### src/hw/axi_rd_pkg.sv
package axi_rd_pkg;

    localparam int AXI_LEN_W = 4;
    localparam int AXI_DATA_W = 32;
    localparam int AXI_RESP_W = 2;

    localparam logic [AXI_RESP_W-1:0] RESP_OKAY = 2'b00;
    localparam logic [AXI_RESP_W-1:0] RESP_SLVERR = 2'b10;
    localparam logic [AXI_RESP_W-1:0] RESP_DECERR = 2'b11;

    // Latest error replaces whatever was collected so far
    function automatic logic [AXI_RESP_W-1:0] resp_merge(
        input logic [AXI_RESP_W-1:0] acc,
        input logic [AXI_RESP_W-1:0] resp
    );
        return (resp != RESP_OKAY) ? resp : acc;
    endfunction

endpackage

### src/hw/pcie_rd_pkg.sv
package pcie_rd_pkg;

    // Request side
    localparam int ADDR_W = 32;
    localparam int LEN_W = 10;

    // Completion header field widths
    localparam int LADDR_W = 7;
    localparam int BURST_LEN_W = 5;
    localparam int BYTES_W = 12;

    // Buffering and burst limits
    localparam int BUF_DW = 64;
    localparam int MAX_BURST_DW = 16;
    localparam int BOUND_B = 64;
    localparam int MOT_MAX = 4;
    localparam int REQ_FIFO_DEPTH = 4;
    localparam int HDR_FIFO_DEPTH = 4;

    typedef struct packed {
        logic [LADDR_W-1:0]     addr;
        logic [BURST_LEN_W-1:0] len;
        logic [BYTES_W-1:0]     bytes;
        logic                   last;
    } burst_info_t;

    // Burst record plus the merged AXI response
    typedef struct packed {
        burst_info_t info;
        logic [1:0]  resp;
    } cpl_hdr_t;

endpackage

### src/hw/inbound_read.sv
`timescale 1ns/10ps

module inbound_read
    import pcie_rd_pkg::*;
    import axi_rd_pkg::*;
(
    input  logic                  clk,
    input  logic                  rst,
    output logic                  req_h_ready,
    input  logic                  req_h_valid,
    input  logic [ADDR_W-1:0]     req_h_addr,
    input  logic [LEN_W-1:0]      req_h_len,
    input  logic                  axi_ar_ready,
    output logic                  axi_ar_valid,
    output logic [ADDR_W-1:0]     axi_ar_addr,
    output logic [AXI_LEN_W-1:0]  axi_ar_len,
    output logic                  axi_r_ready,
    input  logic                  axi_r_valid,
    input  logic [AXI_DATA_W-1:0] axi_r_data,
    input  logic [AXI_RESP_W-1:0] axi_r_resp,
    input  logic                  axi_r_last,
    input  logic                  cpl_h_ready,
    output logic                  cpl_h_valid,
    output logic [LADDR_W-1:0]    cpl_h_addr,
    output logic [LEN_W-1:0]      cpl_h_len,
    output logic [BYTES_W-1:0]    cpl_h_bytes,
    output logic                  cpl_h_last,
    output logic [AXI_RESP_W-1:0] cpl_h_resp,
    input  logic                  cpl_d_ready,
    output logic                  cpl_d_valid,
    output logic [AXI_DATA_W-1:0] cpl_d_data,
    output logic                  cpl_d_last,
    output logic                  rd_busy
);

    typedef struct packed {
        logic [ADDR_W-1:0] addr;
        logic [LEN_W-1:0]  len;
    } req_t;

    typedef struct packed {
        logic                  last;
        logic [AXI_DATA_W-1:0] data;
    } beat_t;

    logic                   req_full;
    logic                   split_ready;
    logic                   split_valid;
    req_t                   split_req;
    logic                   grant;
    logic                   cmd_fire;
    logic [BURST_LEN_W-1:0] cmd_len;
    burst_info_t            cmd_info;
    logic                   info_ready;
    logic                   info_valid;
    burst_info_t            info;
    logic                   beat_push;
    logic                   beat_last;
    beat_t                  beat_out;
    logic                   hdr_afull;
    logic                   hdr_push;
    cpl_hdr_t               hdr_in;
    cpl_hdr_t               hdr_out;
    logic                   data_pop;
    logic                   burst_done;

    assign req_h_ready = !req_full;
    assign data_pop = cpl_d_ready && cpl_d_valid;
    assign burst_done = axi_r_valid && axi_r_ready && axi_r_last;

    assign cpl_d_data = beat_out.data;
    assign cpl_d_last = beat_out.last;
    assign cpl_h_addr = hdr_out.info.addr;
    assign cpl_h_len = LEN_W'(hdr_out.info.len);
    assign cpl_h_bytes = hdr_out.info.bytes;
    assign cpl_h_last = hdr_out.info.last;
    assign cpl_h_resp = hdr_out.resp;

    rd_fifo #(
        .payload_t   (req_t),
        .DEPTH       (REQ_FIFO_DEPTH),
        .AF_LEVEL    (1)
    ) i_req_fifo (
        .clk         (clk),
        .rst         (rst),
        .push        (req_h_valid && req_h_ready),
        .wr_data     ('{addr: req_h_addr, len: req_h_len}),
        .full        (req_full),
        .almost_full (),
        .rd_ready    (split_ready),
        .rd_valid    (split_valid),
        .rd_data     (split_req)
    );

    rd_cmd_split i_cmd_split (
        .clk          (clk),
        .rst          (rst),
        .in_ready     (split_ready),
        .in_valid     (split_valid),
        .in_addr      (split_req.addr),
        .in_len       (split_req.len),
        .grant        (grant),
        .cmd_fire     (cmd_fire),
        .cmd_len      (cmd_len),
        .info         (cmd_info),
        .axi_ar_ready (axi_ar_ready),
        .axi_ar_valid (axi_ar_valid),
        .axi_ar_addr  (axi_ar_addr),
        .axi_ar_len   (axi_ar_len)
    );

    rd_credit_ctrl i_credit_ctrl (
        .clk        (clk),
        .rst        (rst),
        .cmd_fire   (cmd_fire),
        .cmd_len    (cmd_len),
        .data_pop   (data_pop),
        .burst_done (burst_done),
        .grant      (grant),
        .rd_busy    (rd_busy)
    );

    rd_fifo #(
        .payload_t   (burst_info_t),
        .DEPTH       (MOT_MAX),
        .AF_LEVEL    (1)
    ) i_info_fifo (
        .clk         (clk),
        .rst         (rst),
        .push        (cmd_fire),
        .wr_data     (cmd_info),
        .full        (),
        .almost_full (),
        .rd_ready    (info_ready),
        .rd_valid    (info_valid),
        .rd_data     (info)
    );

    rd_resp_fsm i_resp_fsm (
        .clk         (clk),
        .rst         (rst),
        .info_valid  (info_valid),
        .info        (info),
        .info_ready  (info_ready),
        .axi_r_valid (axi_r_valid),
        .axi_r_resp  (axi_r_resp),
        .axi_r_last  (axi_r_last),
        .axi_r_ready (axi_r_ready),
        .beat_push   (beat_push),
        .beat_last   (beat_last),
        .hdr_afull   (hdr_afull),
        .hdr_push    (hdr_push),
        .hdr         (hdr_in)
    );

    // Space here was reserved at AR issue
    rd_fifo #(
        .payload_t   (beat_t),
        .DEPTH       (BUF_DW),
        .AF_LEVEL    (1)
    ) i_data_fifo (
        .clk         (clk),
        .rst         (rst),
        .push        (beat_push),
        .wr_data     ('{last: beat_last, data: axi_r_data}),
        .full        (),
        .almost_full (),
        .rd_ready    (cpl_d_ready),
        .rd_valid    (cpl_d_valid),
        .rd_data     (beat_out)
    );

    rd_fifo #(
        .payload_t   (cpl_hdr_t),
        .DEPTH       (HDR_FIFO_DEPTH),
        .AF_LEVEL    (1)
    ) i_hdr_fifo (
        .clk         (clk),
        .rst         (rst),
        .push        (hdr_push),
        .wr_data     (hdr_in),
        .full        (),
        .almost_full (hdr_afull),
        .rd_ready    (cpl_h_ready),
        .rd_valid    (cpl_h_valid),
        .rd_data     (hdr_out)
    );

endmodule

### src/hw/rd_cmd_split.sv
`timescale 1ns/10ps

module rd_cmd_split
    import pcie_rd_pkg::*;
    import axi_rd_pkg::*;
(
    input  logic                   clk,
    input  logic                   rst,
    output logic                   in_ready,
    input  logic                   in_valid,
    input  logic [ADDR_W-1:0]      in_addr,
    input  logic [LEN_W-1:0]       in_len,
    input  logic                   grant,
    output logic                   cmd_fire,
    output logic [BURST_LEN_W-1:0] cmd_len,
    output burst_info_t            info,
    input  logic                   axi_ar_ready,
    output logic                   axi_ar_valid,
    output logic [ADDR_W-1:0]      axi_ar_addr,
    output logic [AXI_LEN_W-1:0]   axi_ar_len
);

    localparam int BOUND_DW = BOUND_B / 4;
    localparam int BOUND_LSB = $clog2(BOUND_B);

    logic                   active;
    logic [ADDR_W-1:0]      act_addr;
    logic [LEN_W:0]         act_rem;
    logic [ADDR_W-1:0]      cur_addr;
    logic [LEN_W:0]         cur_rem;
    logic [LEN_W+2:0]       rem_bytes;
    logic [BURST_LEN_W-1:0] bound_dw;
    logic [BURST_LEN_W-1:0] rem_cap;
    logic [BURST_LEN_W-1:0] burst_len;
    logic                   cmd_final;
    logic                   ar_free;

    // Head of the request FIFO until the first burst goes out; length 0 means 1024
    assign cur_addr = active ? act_addr : {in_addr[ADDR_W-1:2], 2'b00};
    assign cur_rem = active ? act_rem : {in_len == '0, in_len};

    assign bound_dw = BURST_LEN_W'(BOUND_DW) - BURST_LEN_W'(cur_addr[BOUND_LSB-1:2]);
    assign rem_cap = (cur_rem > (LEN_W+1)'(MAX_BURST_DW)) ? BURST_LEN_W'(MAX_BURST_DW)
                                                          : BURST_LEN_W'(cur_rem);
    assign burst_len = (rem_cap < bound_dw) ? rem_cap : bound_dw;
    assign cmd_final = ((LEN_W+1)'(burst_len) == cur_rem);

    assign ar_free = !axi_ar_valid || axi_ar_ready;
    assign cmd_fire = (active || in_valid) && grant && ar_free;
    assign in_ready = cmd_fire && cmd_final;
    assign cmd_len = burst_len;

    assign rem_bytes = {cur_rem, 2'b00};
    assign info.addr = cur_addr[LADDR_W-1:0];
    assign info.len = burst_len;
    assign info.bytes = rem_bytes[BYTES_W-1:0];
    assign info.last = cmd_final;

    always_ff @(posedge clk) begin
        if (rst) begin
            active <= 1'b0;
        end else if (cmd_fire) begin
            active <= !cmd_final;
        end
    end

    always_ff @(posedge clk) begin
        if (cmd_fire) begin
            act_addr <= cur_addr + ADDR_W'({burst_len, 2'b00});
            act_rem <= cur_rem - (LEN_W+1)'(burst_len);
        end
    end

    // AR register
    always_ff @(posedge clk) begin
        if (rst) begin
            axi_ar_valid <= 1'b0;
        end else if (cmd_fire) begin
            axi_ar_valid <= 1'b1;
        end else if (axi_ar_ready) begin
            axi_ar_valid <= 1'b0;
        end
    end

    always_ff @(posedge clk) begin
        if (cmd_fire) begin
            axi_ar_addr <= cur_addr;
            axi_ar_len <= AXI_LEN_W'(burst_len - 1'b1);
        end
    end

    // Issued bursts stay inside one 64-byte block
    a_no_cross: assert property (@(posedge clk) disable iff (rst)
        axi_ar_valid |-> ({1'b0, axi_ar_addr[BOUND_LSB-1:2]} + {1'b0, axi_ar_len})
                         < BURST_LEN_W'(BOUND_DW));

endmodule

### src/hw/rd_credit_ctrl.sv
`timescale 1ns/10ps

module rd_credit_ctrl
    import pcie_rd_pkg::*;
(
    input  logic                   clk,
    input  logic                   rst,
    input  logic                   cmd_fire,
    input  logic [BURST_LEN_W-1:0] cmd_len,
    input  logic                   data_pop,
    input  logic                   burst_done,
    output logic                   grant,
    output logic                   rd_busy
);

    localparam int FREE_W = $clog2(BUF_DW + 1);
    localparam int MOT_W = $clog2(MOT_MAX + 1);

    logic [FREE_W-1:0] free_dw;
    logic [FREE_W-1:0] free_sub;
    logic [MOT_W-1:0]  out_cnt;

    assign free_sub = cmd_fire ? FREE_W'(cmd_len) : '0;

    // Room for a worst-case burst and a free outstanding slot
    assign grant = (free_dw >= FREE_W'(MAX_BURST_DW)) && (out_cnt < MOT_W'(MOT_MAX));
    assign rd_busy = (out_cnt != '0);

    always_ff @(posedge clk) begin
        if (rst) begin
            free_dw <= FREE_W'(BUF_DW);
        end else begin
            free_dw <= free_dw - free_sub + FREE_W'(data_pop);
        end
    end

    always_ff @(posedge clk) begin
        if (rst) begin
            out_cnt <= '0;
        end else begin
            case ({cmd_fire, burst_done})
                2'b10: out_cnt <= out_cnt + 1'b1;
                2'b01: out_cnt <= out_cnt - 1'b1;
                default: out_cnt <= out_cnt;
            endcase
        end
    end

    // Data leaving the buffer was always reserved by an earlier burst
    a_free_bound: assert property (@(posedge clk) disable iff (rst)
        free_dw <= FREE_W'(BUF_DW));

    // An R-last beat always belongs to an issued burst
    a_done_after_fire: assert property (@(posedge clk) disable iff (rst)
        burst_done |-> (out_cnt != '0));

endmodule

### src/hw/rd_fifo.sv
`timescale 1ns/10ps

module rd_fifo #(
    parameter type payload_t = logic,
    parameter int  DEPTH = 4,
    parameter int  AF_LEVEL = 1
) (
    input  logic     clk,
    input  logic     rst,
    input  logic     push,
    input  payload_t wr_data,
    output logic     full,
    output logic     almost_full,
    input  logic     rd_ready,
    output logic     rd_valid,
    output payload_t rd_data
);

    localparam int PTR_W = (DEPTH > 1) ? $clog2(DEPTH) : 1;
    localparam int CNT_W = $clog2(DEPTH + 1);

    payload_t         mem [DEPTH];
    logic [PTR_W-1:0] wr_ptr;
    logic [PTR_W-1:0] rd_ptr;
    logic [CNT_W-1:0] count;
    logic             pop;

    assign pop = rd_ready && rd_valid;
    assign rd_valid = (count != '0);
    assign rd_data = mem[rd_ptr];
    assign full = (count == CNT_W'(DEPTH));
    assign almost_full = (count >= CNT_W'(DEPTH - AF_LEVEL));

    always_ff @(posedge clk) begin
        if (push) begin
            mem[wr_ptr] <= wr_data;
        end
    end

    always_ff @(posedge clk) begin
        if (rst) begin
            wr_ptr <= '0;
            rd_ptr <= '0;
            count <= '0;
        end else begin
            if (push) begin
                wr_ptr <= (wr_ptr == PTR_W'(DEPTH - 1)) ? '0 : wr_ptr + 1'b1;
            end
            if (pop) begin
                rd_ptr <= (rd_ptr == PTR_W'(DEPTH - 1)) ? '0 : rd_ptr + 1'b1;
            end
            case ({push, pop})
                2'b10: count <= count + 1'b1;
                2'b01: count <= count - 1'b1;
                default: count <= count;
            endcase
        end
    end

    // Writers must honour full; overflow would drop a payload
    a_no_overflow: assert property (@(posedge clk) disable iff (rst) push |-> !full);

endmodule

### src/hw/rd_resp_fsm.sv
`timescale 1ns/10ps

module rd_resp_fsm
    import pcie_rd_pkg::*;
    import axi_rd_pkg::*;
(
    input  logic                  clk,
    input  logic                  rst,
    input  logic                  info_valid,
    input  burst_info_t           info,
    output logic                  info_ready,
    input  logic                  axi_r_valid,
    input  logic [AXI_RESP_W-1:0] axi_r_resp,
    input  logic                  axi_r_last,
    output logic                  axi_r_ready,
    output logic                  beat_push,
    output logic                  beat_last,
    input  logic                  hdr_afull,
    output logic                  hdr_push,
    output cpl_hdr_t              hdr
);

    typedef enum logic [1:0] {
        IDLE,
        DATA,
        HDR
    } state_t;

    state_t                 state;
    burst_info_t            cur_info;
    logic [BURST_LEN_W-1:0] beat_cnt;
    logic [AXI_RESP_W-1:0]  resp_acc;

    // Only take a new burst when its header is sure to fit
    assign info_ready = (state == IDLE) && !hdr_afull;
    assign axi_r_ready = (state == DATA);
    assign beat_push = axi_r_valid && axi_r_ready;
    assign beat_last = ((beat_cnt + 1'b1) == cur_info.len);

    assign hdr_push = (state == HDR);
    assign hdr.info = cur_info;
    assign hdr.resp = resp_acc;

    always_ff @(posedge clk) begin
        if (rst) begin
            state <= IDLE;
            beat_cnt <= '0;
        end else begin
            case (state)
                IDLE: begin
                    if (info_valid && info_ready) begin
                        beat_cnt <= '0;
                        state <= DATA;
                    end
                end
                DATA: begin
                    if (beat_push) begin
                        beat_cnt <= beat_cnt + 1'b1;
                        if (beat_last) begin
                            state <= HDR;
                        end
                    end
                end
                default: begin
                    state <= IDLE;
                end
            endcase
        end
    end

    always_ff @(posedge clk) begin
        if (info_valid && info_ready) begin
            cur_info <= info;
            resp_acc <= RESP_OKAY;
        end else if (beat_push) begin
            resp_acc <= resp_merge(resp_acc, axi_r_resp);
        end
    end

    // Slave burst length agrees with the split that issued it
    a_last_match: assert property (@(posedge clk) disable iff (rst)
        beat_push |-> (axi_r_last == beat_last));

endmodule

### config.mk
export PLATFORM = sky130hd
export DESIGN_NAME = inbound_read
export DESIGN_NICKNAME = d
export VERILOG_FILES = /design/src/hw/axi_rd_pkg.sv /design/src/hw/pcie_rd_pkg.sv /design/src/hw/inbound_read.sv /design/src/hw/rd_cmd_split.sv /design/src/hw/rd_credit_ctrl.sv /design/src/hw/rd_fifo.sv /design/src/hw/rd_resp_fsm.sv
export SDC_FILE = /design/constraint.sdc
export NUM_CORES = 2
export LEC_CHECK = 0
export ABC_AREA = 1
export BUFFER_PORTS_ARGS = -buffer_cell sky130_fd_sc_hd__buf_2
export CORE_ASPECT_RATIO = 1.1
export CORE_MARGIN = 10
export CORE_UTILIZATION = 25
export DETAILED_ROUTE_END_ITERATION = 8
export PLACE_DENSITY_LB_ADDON = 0.1
export SLEW_MARGIN = 25
export SYNTH_ARGS = -nofsm -noshare
export SYNTH_HDL_FRONTEND = slang
export SYNTH_SLANG_ARGS = --single-unit
### constraint.sdc
create_clock -name clk -period 6.5 [get_ports clk]
set_input_delay 0.975 -clock clk [delete_from_list [all_inputs] [get_ports clk]]
set_output_delay 0.975 -clock clk [all_outputs]
set_load 0.03 [all_outputs]
==> out/qor.yml <==
core_area_sq_um: 415000
first_global_vias: 66200
fin_skew_ps: 83.3
hold_viol: 0
initial_core_util_pct: 25.1
drt_pass1_iterations: 6
grt_max_degree: 134
routedWlPerCell_microns: 25.9
postCtsSetupBuffers: 0
port_buffers: 181
clk_pin_slew_ps: 60
max_freq_mhz: 163
h-tree-depth: 5
grt_pass1_wl_microns: 509000
slew_violations: 0
cp-start-kind: "register"
holdBufCountCts: 0
cts.sinks: 2635
finalSetupTns_ps: 0
cp_max_fo: 111
drt_iter0_drc: 5460
synthFlopType: "edfxtp_1"
rsz0062_at_grt: "false"
drt_wl_total_microns: 361000
period_share_pct: 94.3
crit_type: "reg2out"
layout.nets: 8356
dpl.hpwl_microns: 205000
yosys_warnings: 0
die-area_sq_um: 443000
syn_area_sq_um: 104000
cp_data_arrival_time_ps: 5160
pwr_density_cell_nw_per_um2: 398
setup_viol: 0
groute.usage.overall_pct: 15.6
crit_required_ps: 5520
cts_tree: "done"
synth.ff_latch_count: 2635
gp_congestion: 0.755
die_height_microns: 697
clockRootBuffer: "clkbuf_16"
cts_made_buffers: 312
synthToLayoutAreaGrowth_pct: 18.0
endpoint_kind: "output port"
power.leakage_nw: 39.6
insertion_delay_ps: 950
grt-ovfl-total: 0
antenna_found_initial: 52
synth-async-reset-ratio_pct: 0
synth_edf_count: 2564
io_pins: 191
cap_violations: 0
ant_nets: 0
syn_area_per_cell_sq_um: 13.1
num_rows: 248
hold_class: "in2reg"
die_x_microns: 636
dp.cells: 13400
yosysUniqueCellTypes: 57
status: "complete, no violations"
yosysTopAreaCell: "edfxtp_1"
synth_seq_area_share_pct: 75.2
synth.top_cell.area_share_pct: 73.9
vdd.ir_drop.worst_mv: 0.277
via_per_inst: 4.76
drc: 0
clk_path_buf_depth: 4
tightest_slew_ps: 1180
period_minus_slack_ps: 6130
finalNonFillerCells: 14000
cts_resized: 0
relSlewSlack_pct: 21.2
ys_top_cells_by_area: "edfxtp_1, o21ai_0, nor2_1"
layout-drive-gt1-share_pct: 12.6
syn_inst: 7960
dr_total_vias: 66500
## area by class of cell
type,instances,area (sq um)
fill,42000,292000
sequential,2635,78400
multi-input combinational,4622,23500
clock buffer,396,8220
tap,5500,6880
timing repair buffer,467,3810
clock inverter,162,1470
inverter,170,677
antenna,9,22.5
## power breakdown
part,switching (W),total [W],internal [W]
Combinational,0.00869,0.0120,0.00332
Sequential,0.000371,0.0201,0.0198
Clock,0.00728,0.0168,0.00957
Total,0.0163,0.0490,0.0326
## sequential cells by signal (all words and copies together) (netlist names), 3 cells and up, named ones only
register / cells
i_data_fifo.rd_ptr: 6
i_credit_ctrl.free_dw: 7
i_info_fifo.mem: 92
i_req_fifo.count: 3
i_cmd_split.act_addr: 30
i_hdr_fifo.mem: 100
i_info_fifo.count: 3
i_cmd_split.act_rem: 11
i_resp_fsm.beat_cnt: 5
i_credit_ctrl.out_cnt: 3
i_resp_fsm.hdr: 23
i_hdr_fifo.count: 3
i_data_fifo.wr_ptr: 6
i_cmd_split.axi_ar_len: 4
i_cmd_split.axi_ar_addr: 32
i_data_fifo.mem: 2112
i_req_fifo.mem: 160
i_data_fifo.count: 7
## cells in the final DEF, fill, tap and decap left out, drive strengths merged, types with 41 or more instances in the layout
master  instances
a21oi          59
buf           467
clkbuf        396
clkinv        135
dfxtp          71
edfxtp       2564
ha             56
inv           177
nand2         210
nand3          74
nor2         1750
o21ai        1572
o22ai         720
o32ai          41
## per-stage QoR
step           worst slack [ps]  power, W  utilization (%)  instance area (sq um)  hold WS (ps)
6_report                    370    0.0490             29.6                 123000           269
5_1_grt                    9.05    0.0516             29.6                 123000           195
4_1_cts                     288    0.0499             29.6                 123000           165
3_5_place_dp                561    0.0328             27.3                 113000           452
3_3_place_gp                447    0.0328             27.2                 113000           439
2_1_floorplan              1190    0.0275                -                 104000           422
## cells by family after synthesis
group | synth area share [%]
AO/OA/AOI/OAI | 12.7
AND/OR/NAND/NOR | 7.97
buffers and inverters | 2.82
other | 0.00360
adder cells (fa/ha/maj) | 0.826
flip-flops | 75.2
XOR/XNOR | 0.403
## critical path, stage by stage (launching register included)
cell and delay (ps):
dfxtp_4 520, inv_8 690, buf_12 310, buf_4 350, o21ai_0 130, o22ai_1 160
nor2_1 60, o32ai_1 570, nor2_1 100, o22ai_1 920, buf_2 370
## path summary, 6_finish.rpt
path	from	end	slack (ps)	cells past startpoint
min	req_h_addr[17]	i_req_fifo.mem[1][27]	270	1
min reg2reg	i_info_fifo.count[0]	i_info_fifo.count[0]	460	1
max reg2reg	register	i_req_fifo.count[2]	680	33
max	register	cpl_d_data[5]	370	10
## Yosys cell counts, drive strengths merged (11+ instances only)
cell	n
or2	11
o21ai	1572
nand3	74
o22ai	720
dfxtp	71
a21oi	59
inv	166
nand2	210
xor2	35
edfxtp	2564
buf	126
clkbuf	413
nor3	21
o32ai	41
nor2	1750
ha	56
xnor2	13
## layer usage
layer / wire length (microns) / part of all wire (%) / GRT usage [%] / vias up
met5: 137 / 0.038 / 0 / -
met4: 9500 / 2.6 / 3.95 / 18
met3: 19300 / 5.3 / 2.69 / 495
met2: 172000 / 48 / 26.1 / 1691
met1: 161000 / 44 / 20.9 / 34200
li1: - / - / - / 30100
Note: power is estimated with default switching activity, not from simulation.
